==> config.mk <==
export PLATFORM = sky130hd
export DESIGN_NAME = wb_bridge_top
export DESIGN_NICKNAME = d
export VERILOG_FILES = /design/src/common/wbb_pkg.sv /design/src/wb_master/mem_fwd_decode.sv /design/src/wb_master/wb_master.sv /design/src/wb_client/wb_client.sv /design/src/wb_bridge_top.sv
export SDC_FILE = /design/constraint.sdc
export NUM_CORES = 1
export LEC_CHECK = 0
export ABC_AREA = 1
export BUFFER_PORTS_ARGS = -buffer_cell sky130_fd_sc_hd__clkbuf_2
export CELL_PAD_IN_SITES_DETAIL_PLACEMENT = 0
export CELL_PAD_IN_SITES_GLOBAL_PLACEMENT = 1
export CORE_MARGIN = 2
export CORE_UTILIZATION = 42
export CTS_CLUSTER_SIZE = 24
export DETAILED_ROUTE_END_ITERATION = 6
export PLACE_DENSITY = 0.87
export REMOVE_ABC_BUFFERS = 1
export SLEW_MARGIN = 20
export SYNTH_ARGS = -nofsm -noshare
export SYNTH_HDL_FRONTEND = slang
export SYNTH_SLANG_ARGS = --single-unit
==> constraint.sdc <==
create_clock -name clk_i -period 6.75 [get_ports clk_i]
set_input_delay 2.025 -clock clk_i [delete_from_list [all_inputs] [get_ports clk_i]]
set_output_delay 2.025 -clock clk_i [all_outputs]
set_load 0.1 [all_outputs]
==> src/common/wbb_pkg.sv <==
`default_nettype none

package wbb_pkg;

  // Data bus width in bits, shared by both adapters.
  localparam int data_width_gp = 64;

  // One select bit per byte lane.
  localparam int sel_width_gp = data_width_gp / 8;

  // Byte offset bits inside a Wishbone word.
  localparam int offset_width_gp = $clog2(sel_width_gp);

  // Message opcode.
  typedef enum logic {
    e_mem_rd = 1'b0,
    e_mem_wr = 1'b1
  } mem_op_e;

  // Access size as log2 of the byte count.
  typedef enum logic [1:0] {
    e_size_1 = 2'd0,
    e_size_2 = 2'd1,
    e_size_4 = 2'd2,
    e_size_8 = 2'd3
  } mem_size_e;

  // Master adapter FSM.
  typedef enum logic [1:0] {
    e_m_idle = 2'd0,
    e_m_bus  = 2'd1,
    e_m_resp = 2'd2
  } master_state_e;

  // Client adapter FSM.
  typedef enum logic [1:0] {
    e_c_idle = 2'd0,
    e_c_fwd  = 2'd1,
    e_c_wait = 2'd2,
    e_c_ack  = 2'd3
  } client_state_e;

  // Low-aligned byte mask covering 2^size bytes.
  function automatic logic [sel_width_gp-1:0] size_to_sel(input mem_size_e size);
    logic [sel_width_gp-1:0] sel;
    sel = '0;
    for (int i = 0; i < sel_width_gp; i++) begin
      if (i < (1 << size)) begin
        sel[i] = 1'b1;
      end
    end
    return sel;
  endfunction

  // Same mask expanded to one bit per data bit.
  function automatic logic [data_width_gp-1:0] size_to_data_mask(input mem_size_e size);
    logic [sel_width_gp-1:0]  sel;
    logic [data_width_gp-1:0] mask;
    sel = size_to_sel(size);
    for (int i = 0; i < sel_width_gp; i++) begin
      mask[8*i+:8] = {8{sel[i]}};
    end
    return mask;
  endfunction

endpackage

`default_nettype wire

==> src/wb_master/mem_fwd_decode.sv <==
`default_nettype none

module mem_fwd_decode
  import wbb_pkg::*;
#(
  parameter  int addr_width_p    = 40,
  localparam int wb_adr_width_lp = addr_width_p - offset_width_gp
) (
  input  logic [addr_width_p-1:0]    fwd_addr_i,
  input  mem_size_e                  fwd_size_i,
  input  logic [data_width_gp-1:0]   fwd_data_i,

  output logic [wb_adr_width_lp-1:0] wb_adr_o,
  output logic [sel_width_gp-1:0]    wb_sel_o,
  output logic [data_width_gp-1:0]   wb_dat_o
);

  logic [offset_width_gp-1:0] byte_offset;
  logic [offset_width_gp+2:0] bit_shift;
  logic [sel_width_gp-1:0]    low_sel;
  logic [data_width_gp-1:0]   low_data;

  // Byte position of the access within the word.
  assign byte_offset = fwd_addr_i[offset_width_gp-1:0];
  assign bit_shift   = {byte_offset, 3'b000};

  // Word address for the bus.
  assign wb_adr_o = fwd_addr_i[addr_width_p-1:offset_width_gp];

  // Mask of 2^size bytes, then moved up to the addressed lanes.
  assign low_sel  = size_to_sel(fwd_size_i);
  assign wb_sel_o = low_sel << byte_offset;

  // Bytes above the size are cleared so the idle lanes stay quiet.
  assign low_data = fwd_data_i & size_to_data_mask(fwd_size_i);
  assign wb_dat_o = low_data << bit_shift;

endmodule

`default_nettype wire

==> src/wb_master/wb_master.sv <==
`default_nettype none

module wb_master
  import wbb_pkg::*;
#(
  parameter  int addr_width_p    = 40,
  localparam int wb_adr_width_lp = addr_width_p - offset_width_gp
) (
  input  logic                       clk_i,
  input  logic                       rst_n_i,

  // Forward message in.
  input  mem_op_e                    fwd_op_i,
  input  logic [addr_width_p-1:0]    fwd_addr_i,
  input  mem_size_e                  fwd_size_i,
  input  logic [data_width_gp-1:0]   fwd_data_i,
  input  logic                       fwd_v_i,
  output logic                       fwd_ready_and_o,

  // Reverse message out.
  output mem_op_e                    rev_op_o,
  output logic [addr_width_p-1:0]    rev_addr_o,
  output mem_size_e                  rev_size_o,
  output logic [data_width_gp-1:0]   rev_data_o,
  output logic                       rev_v_o,
  input  logic                       rev_ready_and_i,

  // Wishbone master side.
  output logic [wb_adr_width_lp-1:0] wb_adr_o,
  output logic [data_width_gp-1:0]   wb_dat_o,
  output logic [sel_width_gp-1:0]    wb_sel_o,
  output logic                       wb_we_o,
  output logic                       wb_cyc_o,
  output logic                       wb_stb_o,
  input  logic [data_width_gp-1:0]   wb_dat_i,
  input  logic                       wb_ack_i
);

  master_state_e state_r, state_n;

  mem_op_e                  op_r;
  logic [addr_width_p-1:0]  addr_r;
  mem_size_e                size_r;
  logic [data_width_gp-1:0] data_r;
  logic [data_width_gp-1:0] rdata_r;

  logic                       fwd_accept;
  logic                       rev_accept;
  logic                       bus_done;
  logic [offset_width_gp+2:0] rd_shift;

  assign fwd_ready_and_o = (state_r == e_m_idle);
  assign fwd_accept      = fwd_v_i & fwd_ready_and_o;
  assign rev_v_o         = (state_r == e_m_resp);
  assign rev_accept      = rev_v_o & rev_ready_and_i;
  assign bus_done        = (state_r == e_m_bus) & wb_ack_i;

  always_comb begin
    state_n = state_r;
    unique case (state_r)
      e_m_idle: if (fwd_accept)  state_n = e_m_bus;
      e_m_bus:  if (wb_ack_i)    state_n = e_m_resp;
      e_m_resp: if (rev_accept)  state_n = e_m_idle;
      default:                   state_n = e_m_idle;
    endcase
  end

  always_ff @(posedge clk_i) begin
    if (!rst_n_i) begin
      state_r <= e_m_idle;
    end else begin
      state_r <= state_n;
    end
  end

  // Request held for the whole bus cycle and the reverse message.
  always_ff @(posedge clk_i) begin
    if (fwd_accept) begin
      op_r   <= fwd_op_i;
      addr_r <= fwd_addr_i;
      size_r <= fwd_size_i;
      data_r <= fwd_data_i;
    end
  end

  mem_fwd_decode #(
    .addr_width_p(addr_width_p)
  ) u_decode (
    .fwd_addr_i(addr_r),
    .fwd_size_i(size_r),
    .fwd_data_i(data_r),
    .wb_adr_o  (wb_adr_o),
    .wb_sel_o  (wb_sel_o),
    .wb_dat_o  (wb_dat_o)
  );

  assign wb_we_o  = (op_r == e_mem_wr);
  assign wb_cyc_o = (state_r == e_m_bus);
  assign wb_stb_o = (state_r == e_m_bus);

  // Read data comes back in its lanes; bring it down and trim to size.
  assign rd_shift = {addr_r[offset_width_gp-1:0], 3'b000};

  always_ff @(posedge clk_i) begin
    if (bus_done) begin
      if (op_r == e_mem_rd) begin
        rdata_r <= (wb_dat_i >> rd_shift) & size_to_data_mask(size_r);
      end else begin
        rdata_r <= '0;
      end
    end
  end

  assign rev_op_o   = op_r;
  assign rev_addr_o = addr_r;
  assign rev_size_o = size_r;
  assign rev_data_o = rdata_r;

endmodule

`default_nettype wire

==> src/wb_client/wb_client.sv <==
`default_nettype none

module wb_client
  import wbb_pkg::*;
#(
  parameter  int addr_width_p    = 40,
  localparam int wb_adr_width_lp = addr_width_p - offset_width_gp
) (
  input  logic                       clk_i,
  input  logic                       rst_n_i,

  // Wishbone slave side.
  input  logic [wb_adr_width_lp-1:0] wb_adr_i,
  input  logic [data_width_gp-1:0]   wb_dat_i,
  input  logic [sel_width_gp-1:0]    wb_sel_i,
  input  logic                       wb_we_i,
  input  logic                       wb_cyc_i,
  input  logic                       wb_stb_i,
  output logic [data_width_gp-1:0]   wb_dat_o,
  output logic                       wb_ack_o,

  // Forward message to the memory.
  output mem_op_e                    fwd_op_o,
  output logic [addr_width_p-1:0]    fwd_addr_o,
  output mem_size_e                  fwd_size_o,
  output logic [data_width_gp-1:0]   fwd_data_o,
  output logic                       fwd_v_o,
  input  logic                       fwd_ready_and_i,

  // Reverse data from the memory.
  input  logic [data_width_gp-1:0]   rev_data_i,
  input  logic                       rev_v_i,
  output logic                       rev_ready_and_o
);

  client_state_e state_r, state_n;

  mem_op_e                  op_r;
  logic [addr_width_p-1:0]  addr_r;
  mem_size_e                size_r;
  logic [data_width_gp-1:0] data_r;
  logic [data_width_gp-1:0] rdata_r;

  logic [offset_width_gp-1:0] sel_offset;
  logic [offset_width_gp:0]   sel_count;
  mem_size_e                  sel_size;
  logic                       bus_start;
  logic                       rev_accept;

  // Lowest select bit gives the byte offset, the bit count gives the size.
  always_comb begin
    sel_offset = '0;
    sel_count  = '0;
    for (int i = sel_width_gp - 1; i >= 0; i--) begin
      if (wb_sel_i[i]) begin
        sel_offset = offset_width_gp'(i);
        sel_count  = sel_count + 1'b1;
      end
    end
    case (sel_count)
      'd1:     sel_size = e_size_1;
      'd2:     sel_size = e_size_2;
      'd4:     sel_size = e_size_4;
      default: sel_size = e_size_8;
    endcase
  end

  assign bus_start       = (state_r == e_c_idle) & wb_cyc_i & wb_stb_i;
  assign fwd_v_o         = (state_r == e_c_fwd);
  assign rev_ready_and_o = (state_r == e_c_wait);
  assign rev_accept      = rev_v_i & rev_ready_and_o;
  assign wb_ack_o        = (state_r == e_c_ack);

  always_comb begin
    state_n = state_r;
    unique case (state_r)
      e_c_idle: if (bus_start)       state_n = e_c_fwd;
      e_c_fwd:  if (fwd_ready_and_i) state_n = e_c_wait;
      e_c_wait: if (rev_v_i)         state_n = e_c_ack;
      e_c_ack:                       state_n = e_c_idle;
      default:                       state_n = e_c_idle;
    endcase
  end

  always_ff @(posedge clk_i) begin
    if (!rst_n_i) begin
      state_r <= e_c_idle;
    end else begin
      state_r <= state_n;
    end
  end

  // Capture the bus request as a low-aligned message.
  always_ff @(posedge clk_i) begin
    if (bus_start) begin
      op_r   <= wb_we_i ? e_mem_wr : e_mem_rd;
      addr_r <= {wb_adr_i, sel_offset};
      size_r <= sel_size;
      if (wb_we_i) begin
        data_r <= (wb_dat_i >> {sel_offset, 3'b000}) & size_to_data_mask(sel_size);
      end else begin
        data_r <= '0;
      end
    end
  end

  // Memory answers low-aligned; move it back up to the request lanes.
  always_ff @(posedge clk_i) begin
    if (rev_accept) begin
      rdata_r <= (rev_data_i & size_to_data_mask(size_r))
                 << {addr_r[offset_width_gp-1:0], 3'b000};
    end
  end

  assign fwd_op_o   = op_r;
  assign fwd_addr_o = addr_r;
  assign fwd_size_o = size_r;
  assign fwd_data_o = data_r;
  assign wb_dat_o   = rdata_r;

endmodule

`default_nettype wire

==> src/wb_bridge_top.sv <==
`default_nettype none

module wb_bridge_top
  import wbb_pkg::*;
#(
  parameter  int addr_width_p    = 40,
  localparam int wb_adr_width_lp = addr_width_p - offset_width_gp
) (
  input  logic                     clk_i,
  input  logic                     rst_n_i,

  // Master forward in.
  input  mem_op_e                  m_fwd_op_i,
  input  logic [addr_width_p-1:0]  m_fwd_addr_i,
  input  mem_size_e                m_fwd_size_i,
  input  logic [data_width_gp-1:0] m_fwd_data_i,
  input  logic                     m_fwd_v_i,
  output logic                     m_fwd_ready_and_o,

  // Master reverse out.
  output mem_op_e                  m_rev_op_o,
  output logic [addr_width_p-1:0]  m_rev_addr_o,
  output mem_size_e                m_rev_size_o,
  output logic [data_width_gp-1:0] m_rev_data_o,
  output logic                     m_rev_v_o,
  input  logic                     m_rev_ready_and_i,

  // Client forward out.
  output mem_op_e                  c_fwd_op_o,
  output logic [addr_width_p-1:0]  c_fwd_addr_o,
  output mem_size_e                c_fwd_size_o,
  output logic [data_width_gp-1:0] c_fwd_data_o,
  output logic                     c_fwd_v_o,
  input  logic                     c_fwd_ready_and_i,

  // Client reverse in.
  input  logic [data_width_gp-1:0] c_rev_data_i,
  input  logic                     c_rev_v_i,
  output logic                     c_rev_ready_and_o
);

  // Internal Wishbone bus between the adapters.
  logic [wb_adr_width_lp-1:0] wb_adr;
  logic [data_width_gp-1:0]   wb_dat_mosi;
  logic [sel_width_gp-1:0]    wb_sel;
  logic                       wb_we;
  logic                       wb_cyc;
  logic                       wb_stb;
  logic [data_width_gp-1:0]   wb_dat_miso;
  logic                       wb_ack;

  wb_master #(
    .addr_width_p(addr_width_p)
  ) u_master (
    .clk_i          (clk_i),
    .rst_n_i        (rst_n_i),
    .fwd_op_i       (m_fwd_op_i),
    .fwd_addr_i     (m_fwd_addr_i),
    .fwd_size_i     (m_fwd_size_i),
    .fwd_data_i     (m_fwd_data_i),
    .fwd_v_i        (m_fwd_v_i),
    .fwd_ready_and_o(m_fwd_ready_and_o),
    .rev_op_o       (m_rev_op_o),
    .rev_addr_o     (m_rev_addr_o),
    .rev_size_o     (m_rev_size_o),
    .rev_data_o     (m_rev_data_o),
    .rev_v_o        (m_rev_v_o),
    .rev_ready_and_i(m_rev_ready_and_i),
    .wb_adr_o       (wb_adr),
    .wb_dat_o       (wb_dat_mosi),
    .wb_sel_o       (wb_sel),
    .wb_we_o        (wb_we),
    .wb_cyc_o       (wb_cyc),
    .wb_stb_o       (wb_stb),
    .wb_dat_i       (wb_dat_miso),
    .wb_ack_i       (wb_ack)
  );

  wb_client #(
    .addr_width_p(addr_width_p)
  ) u_client (
    .clk_i          (clk_i),
    .rst_n_i        (rst_n_i),
    .wb_adr_i       (wb_adr),
    .wb_dat_i       (wb_dat_mosi),
    .wb_sel_i       (wb_sel),
    .wb_we_i        (wb_we),
    .wb_cyc_i       (wb_cyc),
    .wb_stb_i       (wb_stb),
    .wb_dat_o       (wb_dat_miso),
    .wb_ack_o       (wb_ack),
    .fwd_op_o       (c_fwd_op_o),
    .fwd_addr_o     (c_fwd_addr_o),
    .fwd_size_o     (c_fwd_size_o),
    .fwd_data_o     (c_fwd_data_o),
    .fwd_v_o        (c_fwd_v_o),
    .fwd_ready_and_i(c_fwd_ready_and_i),
    .rev_data_i     (c_rev_data_i),
    .rev_v_i        (c_rev_v_i),
    .rev_ready_and_o(c_rev_ready_and_o)
  );

endmodule

`default_nettype wire

After elaboration in Yosys (flattened, before gate mapping)

Index checks and enable logic that the tools add are counted.

Flip-flop bits (word level): 346
Input port bits: 177
Output and inout bits: 218
Logic and storage cells: 169

$add $sub $neg: 7
Magnitude comparators: 24
Eq/ne operators: 14
Shift-type cells: 8
Mux-type cells: 90
Bitwise gates (word level): 10
Reductions and logical operators: 4

Operators by type and width:

| cell                                                        | number |
|---|---|
| less-than comparator 4 x 32 -> 1 bit (first input constant) | 12 |
| AND 64 bit                                                  | 4 |
| less-than comparator 3 x 32 -> 1 bit (first input constant) | 6 |
| left shift 64 x 6 -> 64 bit                                 | 2 |
| right shift 64 x 6 -> 64 bit                                | 2 |
| less-than comparator 1 x 32 -> 1 bit (first input constant) | 3 |
| less-than comparator 2 x 32 -> 1 bit (first input constant) | 3 |
| left shift 1 x 2 -> 32 bit (first input constant)           | 3 |
| two-way mux 1 bit                                           | 66 |
| two-way mux 4 bit                                           | 7 |
| adder 4 x 1 -> 4 bit (second input constant)                | 6 |
| two-way mux 3 bit                                           | 8 |
| two-way mux 2 bit                                           | 6 |
| one-hot mux 2 bit (3 select lines)                          | 2 |
| inequality test 2 bit (second input constant)               | 4 |
| one-hot mux 2 bit (4 select lines)                          | 1 |
| left shift 8 x 3 -> 8 bit                                   | 1 |
| AND 1 bit                                                   | 6 |
| == test 2 bit (second input constant)                       | 3 |
| AND reduction 3 bit                                         | 2 |
| == test 2 x 1 -> 1 bit (second input constant)              | 2 |
| == test 4 x 1 -> 1 bit (second input constant)              | 1 |
| == test 4 x 2 -> 1 bit (second input constant)              | 1 |
| == test 4 x 3 -> 1 bit (second input constant)              | 1 |
| other kinds (3)                                             | 5 |

Depth between registers and ports, before layout

Gate-level depths: netlist (run 1).

Depth after elaboration: 27
Depth in mapped cells: 34
Mapped depth without buffers: 32

Cells and area by module

Synthesis (run 1) repeated with hierarchy kept, for this count alone.

Cell total of the unflattened synthesis: 2,405
Area total of the unflattened synthesis: 20,099.3 um^2

By module, submodules not included:

| module         | instances | cells each | area an instance (um^2) | seq. area each (um^2) |
|---|---|---|---|---|
| wb_client      | 1         | 1,163      | 10,075.9                | 5,175.0 |
| wb_master      | 1         | 699        | 7,504.7                 | 5,175.0 |
| mem_fwd_decode | 1         | 543        | 2,518.7                 | 0.0 |

Least setup slack after synthesis (run 1)

OpenSTA, ideal clock, no wires.

Kind: register to register
Start: register u_master.addr_r[0], in the netlist u_master.rev_addr_o[0]
End: register u_client.data_r[26], in the netlist u_client.fwd_data_o[26], data pin
Setup time: 0.258 ns
Arrival: 5.740 ns
Path slack: 0.752 ns
Cell stages (with the launch flop): 32
Path buffers: 4
Clock period less this slack: 5.998 ns
Cell sequence: edfxtp_1 > inv_2 > clkbuf_1 > clkbuf_1 > clkbuf_1 > o21ai_0 > o21ai_0 > inv_1 > ha_1 > inv_1 > nand3_1 > nand2_1 > ha_1 > nand2_1 > nand2_1 > ha_1 > or2_1 > nand2_1 > inv_1 > ha_1 > nand2_1 > nand2_1 > ha_1 > nand2_1 > nand2_1 > ha_1 > mux2i_1 > and2_4 > nand3_4 > nand3_4 > buf_8 > nor2_2

Longest elaborated chain between the ends: 24

Ends and longest elaborated chain:

| item                                                 | RTL line             | RTL |
|---|---|---|
| start, declared                                      | wb_master.sv:42      | `logic [addr_width_p-1:0] addr_r;` |
| start signal, assigned                               | wb_master.sv:80      | `addr_r <= fwd_addr_i;` |
| left shift 8 x 3 -> 8 bit                            | mem_fwd_decode.sv:32 | `assign wb_sel_o = low_sel << byte_offset;` |
| two-way mux 1 bit                                    | wb_client.sv:55      | `if (wb_sel_i[i]) begin` |
| adder 1 x 1 -> 2 bit                                 | wb_client.sv:57      | `sel_count = sel_count + 1'b1;` |
| two-way mux 4 bit                                    | wb_client.sv:55      |  |
| adder 4 x 1 -> 4 bit                                 | wb_client.sv:57      |  |
| two-way mux 4 bit                                    | wb_client.sv:55      |  |
| adder 4 x 1 -> 4 bit                                 | wb_client.sv:57      |  |
| two-way mux 4 bit                                    | wb_client.sv:55      |  |
| [... 8 more ...]                                     | n/a                  |  |
| == test 4 x 3 -> 1 bit, or another cell as far along | wb_client.sv:60      | `case (sel_count)` |
| one-hot mux 2 bit (3 select lines)                   | wb_client.sv:60      |  |
| left shift 1 x 2 -> 32 bit                           | wbb_pkg.sv:48        | `if (i < (1 << size)) begin` |
| less-than comparator 3 x 32 -> 1 bit                 | wbb_pkg.sv:48        |  |
| two-way mux 1 bit                                    | wbb_pkg.sv:48        |  |
| two-way mux 1 bit                                    | wb_client.sv:99      | `if (wb_we_i) begin` |
| two-way mux 1 bit                                    | wb_client.sv:95      | `if (bus_start) begin` |
| AND 64 bit *                                         | wb_client.sv:100     | `data_r <= (wb_dat_i >> {sel_offset, 3'b000}) & size_to_data_mask(sel_size);` |
| end signal, assigned                                 | wb_client.sv:100     |  |
| end, declared                                        | wb_client.sv:41      | `logic [data_width_gp-1:0] data_r;` |

Every way passes the cells marked *; elsewhere a longest branch is shown, timed or not. The select of a mux whose other input is x is not followed.
A chain may end at the register's enable or synchronous reset.

Worst setup path after layout (run 1)

Start: register u_master.addr_r[0], in the netlist u_master.rev_addr_o[0]
End: register u_client.data_r[55], in the netlist u_client.fwd_data_o[55], data pin

Longest elaborated chain between the ends: 24

Ends and longest elaborated chain:

| item                                                 | RTL line |
|---|---|
| left shift 8 x 3 -> 8 bit                            | mem_fwd_decode.sv:32 |
| two-way mux 1 bit                                    | wb_client.sv:55 |
| adder 1 x 1 -> 2 bit                                 | wb_client.sv:57 |
| two-way mux 4 bit                                    | wb_client.sv:55 |
| adder 4 x 1 -> 4 bit                                 | wb_client.sv:57 |
| two-way mux 4 bit                                    | wb_client.sv:55 |
| adder 4 x 1 -> 4 bit                                 | wb_client.sv:57 |
| two-way mux 4 bit                                    | wb_client.sv:55 |
| [... 8 more ...]                                     | n/a |
| == test 4 x 3 -> 1 bit, or another cell as far along | wb_client.sv:60 |
| one-hot mux 2 bit (3 select lines)                   | wb_client.sv:60 |
| left shift 1 x 2 -> 32 bit                           | wbb_pkg.sv:48 |
| less-than comparator 4 x 32 -> 1 bit                 | wbb_pkg.sv:48 |
| two-way mux 1 bit                                    | wbb_pkg.sv:48 |
| two-way mux 1 bit                                    | wb_client.sv:99 |
| two-way mux 1 bit                                    | wb_client.sv:95 |
| AND 64 bit *                                         | wb_client.sv:100 |

Marked as above.

==> results.txt, run 1 <==
The total of fill cells in the finished design is 4,136. The post-cts hold buffer count is 0. For this design the top-level I/O count stands at 395. The count of endpoints failing hold in the final timing report came to 0. The die width came out at 214 um. For this block, the routed nets add up to 57,100 um of wire. TritonCTS built the clock tree. The most numerous cell type found on the critical path is nand2_1. The synthesis-to-finish area growth came out at 19.8%.

The initial antenna violation count came out at 1. The library cell used as clock root buffer is clkbuf_16. The post-route core utilization came out at 0.506.

The share of synthesized flip-flops with an asynchronous set or reset is 0. The total number of vias is 16,300. Counting instances, the worst hold path has a depth of 0. The first detailed-routing pass took 7 iterations. Headroom to the max-slew limit came out at 0.307. The time the final worst path needs with I/O delays and setup is 6.18 ns. The number of buffers inserted by post-CTS setup repair is 0. The number of buffers on the longest clock path came out at 3.

The delay of the slowest cell on the worst path is 0.76 ns. For this design, the sink count on the clock tree is 346. The clock latency at the later pin of the worst-skew pair is 0.55 ns. The final routed DRC violation total is 1. The overall power after layout is 7770 uW. The most common flop cell mapped by yosys is edfxtp_1. The number of buffer cells added on primary ports is 394.

The global placement routability congestion is 0.876. The number of nets still failing antenna checks after routing came out at 0. The fraction of the yosys area taken by sequential cells came out at 0.557. The number of global-route vias before repair is 15,300. The sum of negative setup slack is 0 ns. The power density relative to cell area came out at 349 nW/um^2.

The number of inserted diodes is 0. The per-cell routed wire length came out at 18.8 um. A synthesized cell averages 8.91 um^2. The number of rows created at floorplan came out at 77. The tightest min-delay check is of the reg -> reg type. The startpoint identified for the worst register-to-register timing path is u_master.rev_addr_o[0]. For this run the aggregate overflow at the end of global routing stands at 0. The largest net degree at the start of global routing came out at 103.

The post-DP HPWL came out at 39,300 um. The total area inside the core boundary comes to 43,900 um^2. The mean number of vias per cell is 5.38.

The post-synthesis instance total is 2,084. The count of flip-flops with a built-in enable after synthesis is 342. STA puts the critical path data arrival time at 6.45 ns.

The startpoint identified for the worst hold timing path is u_master.rev_addr_o[15]. For this run, the top clock speed supported by timing is 162 MHz. The number of flip-flops and latches in the synthesized netlist came out at 346. The first global-routing pass estimated 87,000 um of wire. Setup repair after global routing left no endpoint under its margin. The die outline height is 214 um. VDD sags by at most 0.000255 V.

The clock buffer count from CTS is 38. The count of different cell masters after synthesis is 48. Across the routed clock network, the largest skew measured is 0.0226 ns. Setup violations remaining at the end of the flow were counted as 0. The total instance count after detailed placement came out at 2,960.

The finished layout holds 3,030 standard cells, fillers aside. The worst setup path is captured at a flop. Dividing the final minimum period by the clock period gives 0.915. The H-tree depth came out at 2. STA classifies the critical path startpoint as a flop. The die outline area is 45,900 um^2. The cell area after layout is 22,200 um^2. The path with the worst hold slack has its endpoint at u_client.fwd_addr_o[15]. Clock-pin slew was measured on the worst setup and hold paths at 0.06 ns. For flop-to-flop paths, the worst setup slack is 0.57 ns. The post-place instance area came out at 21,000 um^2. The critical register-to-register path endpoint is u_client.fwd_data_o[55]. The kind of critical path is reg -> reg.

The slowest stage of the critical path belongs to the cell edfxtp_1. The flow ran to the end, but the final reports show violations. The number of max-cap violations came out at 0. The checks that failed: DRC.

The quantity of gates resized following cts is 0. The number of warnings reported in the yosys synthesis log is 0. The static power due to leakage is 0.00935 uW. The final layout contains 2,599 nets. The critical path required time is 7.02 ns. The number of slew-limit violations in the final report came to 0.

Of all nets on the critical path, the largest fanout is 33. The transition time at the pin with the least slew margin is 1.04 ns. Of the cells placed in the final design, the portion with a size suffix greater than 1 is 0.235. For this configuration, the core starts out at a cell density of 0.423. The overall global routing resource usage came out at 0.243.

The logic depth of the worst register-to-register path came out at 28. The total standard cell area after synthesis came out at 18,600 um^2. The detailed router's first-iteration violation count came out at 1,746.
-- area by class of cell --
type / count / area, um^2 / share of cell area
clock inverters: 24 / 250 / 0.0112
well taps: 592 / 741 / 0.0333
inverters: 146 / 552 / 0.0248
clock buffers: 46 / 1040 / 0.0470
flip-flops and latches: 346 / 10300 / 0.465
repair buffers: 426 / 2210 / 0.0994
multi-input cells: 1450 / 7100 / 0.319
-- routing by layer --
| metal | GRT usage | part of all wire | vias up |
|---|---|---|---|
| li1 | - | - | 7830 |
| met1 | 0.334 | 0.42 | 7555 |
| met2 | 0.392 | 0.46 | 789 |
| met3 | 0.0423 | 0.083 | 115 |
| met4 | 0.0771 | 0.030 | 2 |
| met5 | 0 | 0.00026 | - |
-- critical path: cells and delay by family (launching register included) --
family                   cells  cell delay [ns]
AO/OA/AOI/OAI                2             0.54
flip-flops                   1             0.76
multiplexers                 1             0.25
buffers and inverters        4             0.54
AND/OR/NAND/NOR             15             2.05
adder cells (fa/ha/maj)      6             1.76
-- per-stage QoR --
| step | worst slack [ns] | hold WS (ns) |
|---|---|---|
| global placement | 0.823 | 0.429 |
| detailed placement | 0.586 | 0.438 |
| CTS | 0.594 | 0.453 |
| finish | 0.571 | 0.443 |
| floorplan | -1.96 | 0.493 |
| global route | 0.0593 | 0.458 |
-- flip-flops by register name (all words and copies together) (netlist names), 2 cells and up --
signal,cells
u_client.fwd_data_o,64
u_client.wb_dat_o,64
u_master.data_r,64
u_master.rev_data_o,64
u_client.fwd_addr_o,40
u_master.rev_addr_o,40
u_client.fwd_size_o,2
u_client.state_r,2
u_master.rev_size_o,2
u_master.state_r,2
-- worst max path at each step --
stage                           start                       to  slack (ns)  cells past startpoint
5_1_grt        u_master.rev_addr_o[0]   u_client.fwd_size_o[0]        0.06                     28
3_3_place_gp   u_master.rev_addr_o[0]   u_client.fwd_size_o[0]        0.82                     28
3_5_place_dp   u_master.rev_addr_o[0]   u_client.fwd_size_o[0]        0.59                     28
4_1_cts        u_master.rev_addr_o[0]  u_client.fwd_data_o[55]        0.59                     28
6_report       u_master.rev_addr_o[0]  u_client.fwd_data_o[55]        0.57                     28
2_1_floorplan  u_master.rev_addr_o[2]   u_client.fwd_size_o[0]       -1.96                     26
-- cells in the mapped netlist (5+ instances only) --
cell,count,share of area
o22ai_1,12,0.0040
or2_2,41,0.014
a211oi_1,5,0.0020
mux2i_1,35,0.019
ha_1,14,0.0094
nor4_1,7,0.0024
nor2_2,12,0.0040
inv_1,133,0.027
nor2_1,237,0.048
a221oi_1,6,0.0028
a21oi_1,82,0.022
clkbuf_1,106,0.021
buf_6,5,0.0030
clkinv_1,5,0.0010
nor3_1,19,0.0051
nand3_1,81,0.022
buf_1,14,0.0028
nand2_2,7,0.0024
inv_2,8,0.0016
buf_2,16,0.0043
a31oi_1,39,0.013
o211ai_1,16,0.0065
nand2_1,475,0.096
edfxtp_1,342,0.55
a22oi_1,23,0.0093
o21ai_0,300,0.081
-- kinds of logic after synthesis --
kind of cell | Yosys count | synth area share
simple gates | 897 | 0.203
compound gates | 504 | 0.150
flops | 346 | 0.557
buf+inv | 288 | 0.0619
mux | 35 | 0.0189
fa+ha+maj | 14 | 0.00943
-- cell usage in the layout, fill, tap and decap left out, drive strengths merged, types with 7 or more instances in the layout --
cell type,synthesis,routed
o21ai,304,304
clkinv,5,20
inv,141,142
mux2i,35,35
buf,36,32
or2,45,45
a22oi,23,23
nand2,483,483
nor4,7,7
a21oi,82,82
o22ai,12,12
nand3,88,88
nor3,19,19
o211ai,16,16
clkbuf,106,440
a31oi,39,39
nor2,250,250
edfxtp,342,342
ha,14,14
-- report_power, final --
group / switching, uW / internal [uW] / leakage [uW] / total [uW]
clock: 876 / 1270 / 0.000625 / 2140
combinational: 2240 / 550 / 0.00549 / 2790
sequential: 122 / 2710 / 0.00324 / 2830
Power figures use the tool's default switching activity.
==> run 2, diff against run 1 <==
--- a/config.mk
+++ b/config.mk
@@ -13,6 +13,7 @@
 export CORE_UTILIZATION = 42
 export CTS_CLUSTER_SIZE = 24
 export DETAILED_ROUTE_END_ITERATION = 6
+export GPL_TIMING_DRIVEN = 0
 export PLACE_DENSITY = 0.87
 export REMOVE_ABC_BUFFERS = 1
 export SLEW_MARGIN = 20
==> results.txt, run 2 (synthesis gave the netlist of run 1 again) <==
The cell area after layout came out at 22,900 um^2 (+3.2%). The core outline area is 43,900 um^2 (unchanged). The worst min-delay path endpoint is u_client.fwd_addr_o[31]. The global placement routability congestion is 0.863 (-1.4%). The final worst hold slack came out at 0.448 ns (+0.00430 ns). The count of nets after finishing is 2,610 (+0.42%).

The kind of critical path is reg -> reg. The sum of negative setup slack came out at 0 ns (unchanged). The total wire length is 56,200 um (-1.6%). The least setup slack across all paths after layout is 0.422 ns (-0.150 ns). The relative max-transition margin came out at 0.378 (+0.0713).

The clock latency at the later pin of the worst-skew pair came out at 0.56 ns (about the same). The sum of buffers and inverters on the critical path came out at 9 (+5). The post-DP HPWL came out at 38,900 um (-1.1%). The worst clock skew came out at 0.0162 ns (-0.00647 ns). The sort of element at the start of the critical path is a flop. The clock input transition at the sequential cells of the worst setup and hold paths came out at 0.06 ns (about the same).

The clock buffer count from CTS came out at 39 (+2.6%). The first-pass iteration count of the detailed router is 5 (-2). The maximum ir drop on the vdd rail is 0.000243 V (-4.9%).

The pre-CTS setup slack came out at -0.526 ns (-1.11 ns). The number of nets still failing antenna checks after routing came out at 0 (unchanged). The library cell used most frequently in the layout, excluding fill and tap cells, is nand2_1. The final routed DRC violation total came out at 0 (-1). The initial antenna violation count came to 7 (+6). TritonCTS built the clock tree.

The delay of the slowest cell on the worst path is 0.46 ns (-0.30 ns). The post-place instance area came out at 21,400 um^2 (+2.1%). The die outline area came to 45,900 um^2 (unchanged). The total number of vias came to 16,200 (-0.40%). The per-cell routed wire length came out at 18.4 um (-2.1%). The residual overflow from global routing came out at 0 (unchanged). The endpoint kind of the worst setup timing path is a flop. The initial cell density of the core is 0.423 (unchanged). The count of endpoints failing hold in the final timing report was 0 (unchanged). The startpoint of the tightest hold check path is u_master.rev_addr_o[31]. The H-tree depth is 2 (unchanged).

The number of rows created at floorplan is 77 (unchanged). The wire length of the first global-routing pass was 84,400 um (-2.9%). The number of max-cap violations is 0 (unchanged). The number of instances on the worst hold path is 0 (unchanged). By instance count, the cell type seen most on the critical path is nand2_1.

The transition time at the pin with the least slew margin is 0.933 ns (-0.107 ns). The mean number of vias per cell came to 5.33 (-0.89%). The fmax is 158 MHz (-2.4%). The logic depth of the worst register-to-register path is 33 (+18%). The tree is rooted in a clkbuf_16.

The proportion of layout cells with a drive suffix above 1 is 0.242 (+0.00619). The top cell types in the final layout, fill and taps aside, are nand2_1 (474), clkbuf_2 (394), edfxtp_1 (342). The number of primary I/O pins is 395 (unchanged).

The number of buffers on the longest clock path came out at 3 (unchanged). The critical path arrival is 6.63 ns (+0.18 ns). The kind of cell with the highest combined delay along the critical path is simple AND/OR/NAND/NOR gates. The time the final worst path needs with I/O delays and setup came to 6.33 ns (+0.150 ns).

The flop-to-flop setup slack is 0.42 ns (-0.15 ns). The number of slew-limit violations in the final report is 0 (unchanged). The static power due to leakage is 0.00964 uW (+3.0%). The overall global routing resource usage is 0.236 (-0.00691). The number of global-route vias before repair is 15,100 (-1.4%).

The final period utilization is 0.938 (+0.0222). The critical path required time is 7.05 ns (+0.03 ns). The worst register-to-register path begins at u_master.rev_addr_o[1].

The detailed router's first-iteration violation count came to 1,492 (-15%). The tightest min-delay check is of the reg -> reg type. The largest net degree at the start of global routing is 77 (-25%). Relative to the synthesized area, the layout overhead comes to 23.6%.

In this run the critical register-to-register path is captured at u_client.fwd_data_o[18]. The cell type of the slowest stage on the worst timing path is edfxtp_1. The overall power after layout is 8050 uW (+3.6%).

The run finished with clean final reports. The power density relative to cell area is 351 nW/um^2 (+0.44%). The die width came out at 214 um (unchanged). The number of clock sinks seen by CTS came out at 346 (unchanged). The number of buffer cells added on primary ports came to 394 (unchanged). The total setup violations reported at the end of the flow is 0 (unchanged).

The biggest fanout along the worst timing path is 43 (+30%). Setup repair after global routing left no endpoint under its margin. The die outline height came out at 214 um (unchanged).
## run 2: cell count changes in the layout (fill, tap and decap cells not counted), sizes merged
cell,previous run,this run
clkbuf,440,442
buf,32,37
diode,0,3
nand3,88,92
inv,142,145
clkinvlp,4,2
clkinv,20,16
bufinv,4,8
## run 2: where the power goes
group	switching, uW	internal, uW	total [uW]
Combinational	2290	650	2940
Clock	866	1400	2270
Sequential	137	2710	2850
Total	3290	4760	8050
## run 2: worst max-delay path by stage
| stage | cells past startpoint | endpoint | start | slack (ns) |
|---|---|---|---|---|
| floorplan | 26 | u_client.fwd_size_o[0] | u_master.rev_addr_o[2] | -1.96 |
| global placement | 10 | u_client.fwd_data_o[37] | u_master.rev_addr_o[2] | -5.37 |
| detailed placement | 32 | u_client.fwd_data_o[46] | u_master.rev_addr_o[1] | -0.53 |
| CTS | 32 | u_client.fwd_data_o[18] | u_master.rev_addr_o[1] | 0.09 |
| global route | 29 | u_client.fwd_data_o[49] | u_master.rev_addr_o[0] | 0.04 |
| finish | 33 | u_client.fwd_data_o[18] | u_master.rev_addr_o[1] | 0.42 |
## run 2: layout make-up
type	instances	area (um^2)
Clock inverter	25	355
Fill cell	4057	21000
Tap cell	592	741
Clock buffer	47	1030
Timing Repair Buffer	432	2690
Inverter	146	578
Antenna cell	3	7.51
Sequential cell	346	10300
Multi-Input combinational cell	1454	7190
## run 2: what timing repair did
action,4_1_cts,5_1_grt
gates cloned,1,4
endpoints found under the setup margin,57,57
resized for setup,3,7
buffers inserted,1,2
hold buffers,0,0
pin swaps,1,3
## run 2: metal layers
metal	part of all wire	global-route usage	wire length, um	vias up
li1	-	-	-	7875
met1	0.42	0.313	23800	7552
met2	0.47	0.392	26400	684
met3	0.075	0.0401	4240	107
met4	0.030	0.0808	1670	8
met5	0.0010	0	56	-
## run 2: metrics by stage
stage                     utilization  instances
after floorplan                     -       1942
after global placement          0.471       2928
after detailed placement        0.487       2961
after CTS                       0.519       3035
after global routing            0.522       3043
final                           0.522       3045
==> run 3, diff against run 2 <==
--- a/config.mk
+++ b/config.mk
@@ -10,11 +10,11 @@
 export CELL_PAD_IN_SITES_DETAIL_PLACEMENT = 0
 export CELL_PAD_IN_SITES_GLOBAL_PLACEMENT = 1
 export CORE_MARGIN = 2
-export CORE_UTILIZATION = 42
-export CTS_CLUSTER_SIZE = 24
+export CORE_UTILIZATION = 37
+export CTS_CLUSTER_SIZE = 20
 export DETAILED_ROUTE_END_ITERATION = 6
 export GPL_TIMING_DRIVEN = 0
-export PLACE_DENSITY = 0.87
+export PLACE_DENSITY = 0.81
 export REMOVE_ABC_BUFFERS = 1
 export SLEW_MARGIN = 20
 export SYNTH_ARGS = -nofsm -noshare
==> constraint.sdc (replaced) <==
create_clock -name clk_i -period 5.26 [get_ports clk_i]
set_input_delay 1.578 -clock clk_i [delete_from_list [all_inputs] [get_ports clk_i]]
set_output_delay 1.578 -clock clk_i [all_outputs]
set_load 0.1 [all_outputs]
==> results.txt, run 3 (synthesis gave the netlist of run 1 again) <==
The synthesis-to-finish area growth came out at 26.8%. The initial cell density of the core is 0.372 (-0.0503). The final worst hold slack is 0.444 ns (-0.00338 ns). The total of fill cells in the finished design came out at 4,785 (+18%).

The startpoint of the tightest hold check path is u_master.rev_addr_o[37]. The number of slew-limit violations in the final report is 0 (unchanged). The startpoint identified for the worst register-to-register timing path is u_master.rev_addr_o[0]. The number of rows created at floorplan is 82 (+6.5%). The clock latency at the later pin of the worst-skew pair is 0.56 ns (about the same). The power density relative to cell area is 449 nW/um^2 (+28%). The wire length of the first global-routing pass came out at 89,700 um (+6.3%).

The number of max-cap violations was 0 (unchanged). The die outline area came out at 52,000 um^2 (+13%). The final routed DRC violation total came out at 0 (unchanged). The number of buffers on the longest clock path came to 3 (unchanged). The sort of element at the start of the critical path is a flop. The number of instances on the worst hold path came out at 0 (unchanged). The count of nets after finishing is 2,643 (+1.3%). The count of endpoints failing hold in the final timing report came to 0 (unchanged). The total setup violations reported at the end of the flow came out at 0 (unchanged). The die outline height is 228 um (+6.4%). The critical path depth came to 31 (-6.1%). The min-delay analysis places its worst path in the category reg -> reg.

The final period utilization came to 0.963 (+0.0257). The count of non-filler cells in the finished layout came out at 3,153 (+3.5%). The transition time at the pin with the least slew margin is 1.01 ns (+0.0810 ns). The global placement routability congestion is 0.833 (-3.5%). The mean number of vias per cell is 5.28 (-0.93%). The worst clock skew is 0.0156 ns (-0.000566 ns).

The time the final worst path needs with I/O delays and setup is 5.07 ns (-1.26 ns). The post-DP HPWL was 40,700 um (+4.5%). The clock input transition at the sequential cells of the worst setup and hold paths came out at 0.06 ns (about the same). The detailed router's first-iteration violation count came to 1,398 (-6.3%). The overall global routing resource usage is 0.222 (-0.0134).

The biggest fanout along the worst timing path came out at 17 (-60%). The logic depth of the worst register-to-register path came to 31 (-6.1%). The fmax is 197 MHz (+25%). The core outline area is 49,900 um^2 (+13%).

The residual overflow from global routing came out at 0 (unchanged). The largest net degree at the start of global routing came to 77 (unchanged). The die width is 228 um (+6.4%). The number of nets still failing antenna checks after routing came to 0 (unchanged). The sum of buffers and inverters on the critical path came to 7 (-2). The flop-to-flop setup slack came out at 0.19 ns (-0.23 ns). TritonCTS built the clock tree. The first-pass iteration count of the detailed router is 6 (+1). The flow ran to the end, and the final reports show no timing, DRC or antenna violations. The number of inserted diodes is 0 (-3). The worst hold path terminates at u_client.fwd_addr_o[37]. The proportion of layout cells with a drive suffix above 1 came out at 0.259 (+0.0171). The total wire length is 60,000 um (+6.9%).

The kind of cell with the highest combined delay along the critical path is simple AND/OR/NAND/NOR gates. The number of clock sinks seen by CTS was 346 (unchanged). The worst setup path is captured at a flop. The total number of vias came out at 16,600 (+2.6%). The largest individual stage delay along the critical path comes from the cell edfxtp_1. The maximum ir drop on the vdd rail came out at 0.000210 V (-14%). The cell repeated most along the worst path is nand2_2.

The number of primary I/O pins is 395 (unchanged). The relative max-transition margin came out at 0.322 (-0.0556). The post-cts hold buffer count came out at 0 (unchanged). The initial antenna violation count came to 1 (-6).

The critical path required time is 5.55 ns (-1.50 ns). The clock buffer count from CTS came out at 41 (+5.1%). The delay of the slowest cell on the worst path came out at 0.45 ns (about the same). The H-tree depth was 2 (unchanged). By startpoint and endpoint, the worst setup path is classified as reg -> reg. The worst register-to-register path ends at u_client.fwd_data_o[31]. The library cell used most frequently in the layout, excluding fill and tap cells, is nand2_1. The critical path arrival came to 5.36 ns (-1.27 ns). In the layout the commonest cells are nand2_1 (466), clkbuf_2 (394), edfxtp_1 (342).

The number of buffer cells added on primary ports is 394 (unchanged). The number of global-route vias before repair came out at 15,400 (+2.0%). The static power due to leakage came out at 0.00985 uW (+2.2%). The tree is rooted in a clkbuf_16. The per-cell routed wire length came out at 19.0 um (+3.2%). The total instance count after detailed placement is 3,046 (+2.9%).
==> run 3: cell count changes in the layout (fill, tap and decap cells not counted), sizes merged <==
cell / delta
nand3: -2
clkinvlp: -1
clkinv: +2
diode: -3
bufinv: -3
buf: +30
clkbuf: +5
==> run 3: cell type report <==
type                    instances  area [um^2]  area share
flip-flops and latches        346        10300       0.440
inverters                     146          634      0.0269
well taps                     672          841      0.0357
clock buffers                  52         1120      0.0476
clock inverters                20          234     0.00994
multi-input cells            1452         7280       0.309
repair inverters                3         26.3     0.00112
repair buffers                462         3050       0.130
==> run 3: worst max path at each step <==
| stage | startpoint | end | slack, ns |
|---|---|---|---|
| after floorplan | u_master.rev_addr_o[2] | u_client.fwd_size_o[0] | -3.45 |
| after global placement | u_master.rev_addr_o[2] | u_client.fwd_data_o[39] | -7.44 |
| after detailed placement | u_master.rev_addr_o[1] | u_client.fwd_data_o[39] | -1.77 |
| after CTS | u_master.rev_addr_o[1] | u_client.fwd_data_o[13] | 0.01 |
| after global routing | u_master.rev_addr_o[1] | u_client.fwd_data_o[29] | -0.04 |
| final | u_master.rev_addr_o[0] | u_client.fwd_data_o[31] | 0.19 |
==> run 3: stage by stage <==
stage | utilization | cell area (um^2) | TNS, ns | total power [uW] | setup WS, ns
global placement | 0.417 | 20800 | -906.90 | 7270 | -7.44
floorplan | - | 18000 | -264.60 | 6440 | -3.45
detailed placement | 0.433 | 21600 | -96.05 | 7370 | -1.77
global route | 0.472 | 23500 | -0.365 | 11000 | -0.0382
CTS | 0.469 | 23400 | 0 | 10500 | 0.0111
finish | 0.472 | 23500 | 0 | 10600 | 0.193
==> run 3: timing repair <==
action | CTS | global route
gates resized for setup | 36 | 16
cloned | 6 | 1
buffers inserted | 20 | 8
pin swaps | 6 | 11
setup endpoints to repair | 66 | 58
==> run 3: metal layers <==
metal	vias to the layer above	GRT usage	wire [um]
met2	734	0.377	28800
met1	7881	0.291	25200
met3	98	0.0439	4660
met4	2	0.0578	1370
li1	7931	-	-
met5	-	0	13
==> run 3: where the power goes <==
| group | internal, uW | switching, uW |
|---|---|---|
| registers | 3470 | 165 |
| clock network | 1750 | 1120 |
| logic | 1020 | 3050 |
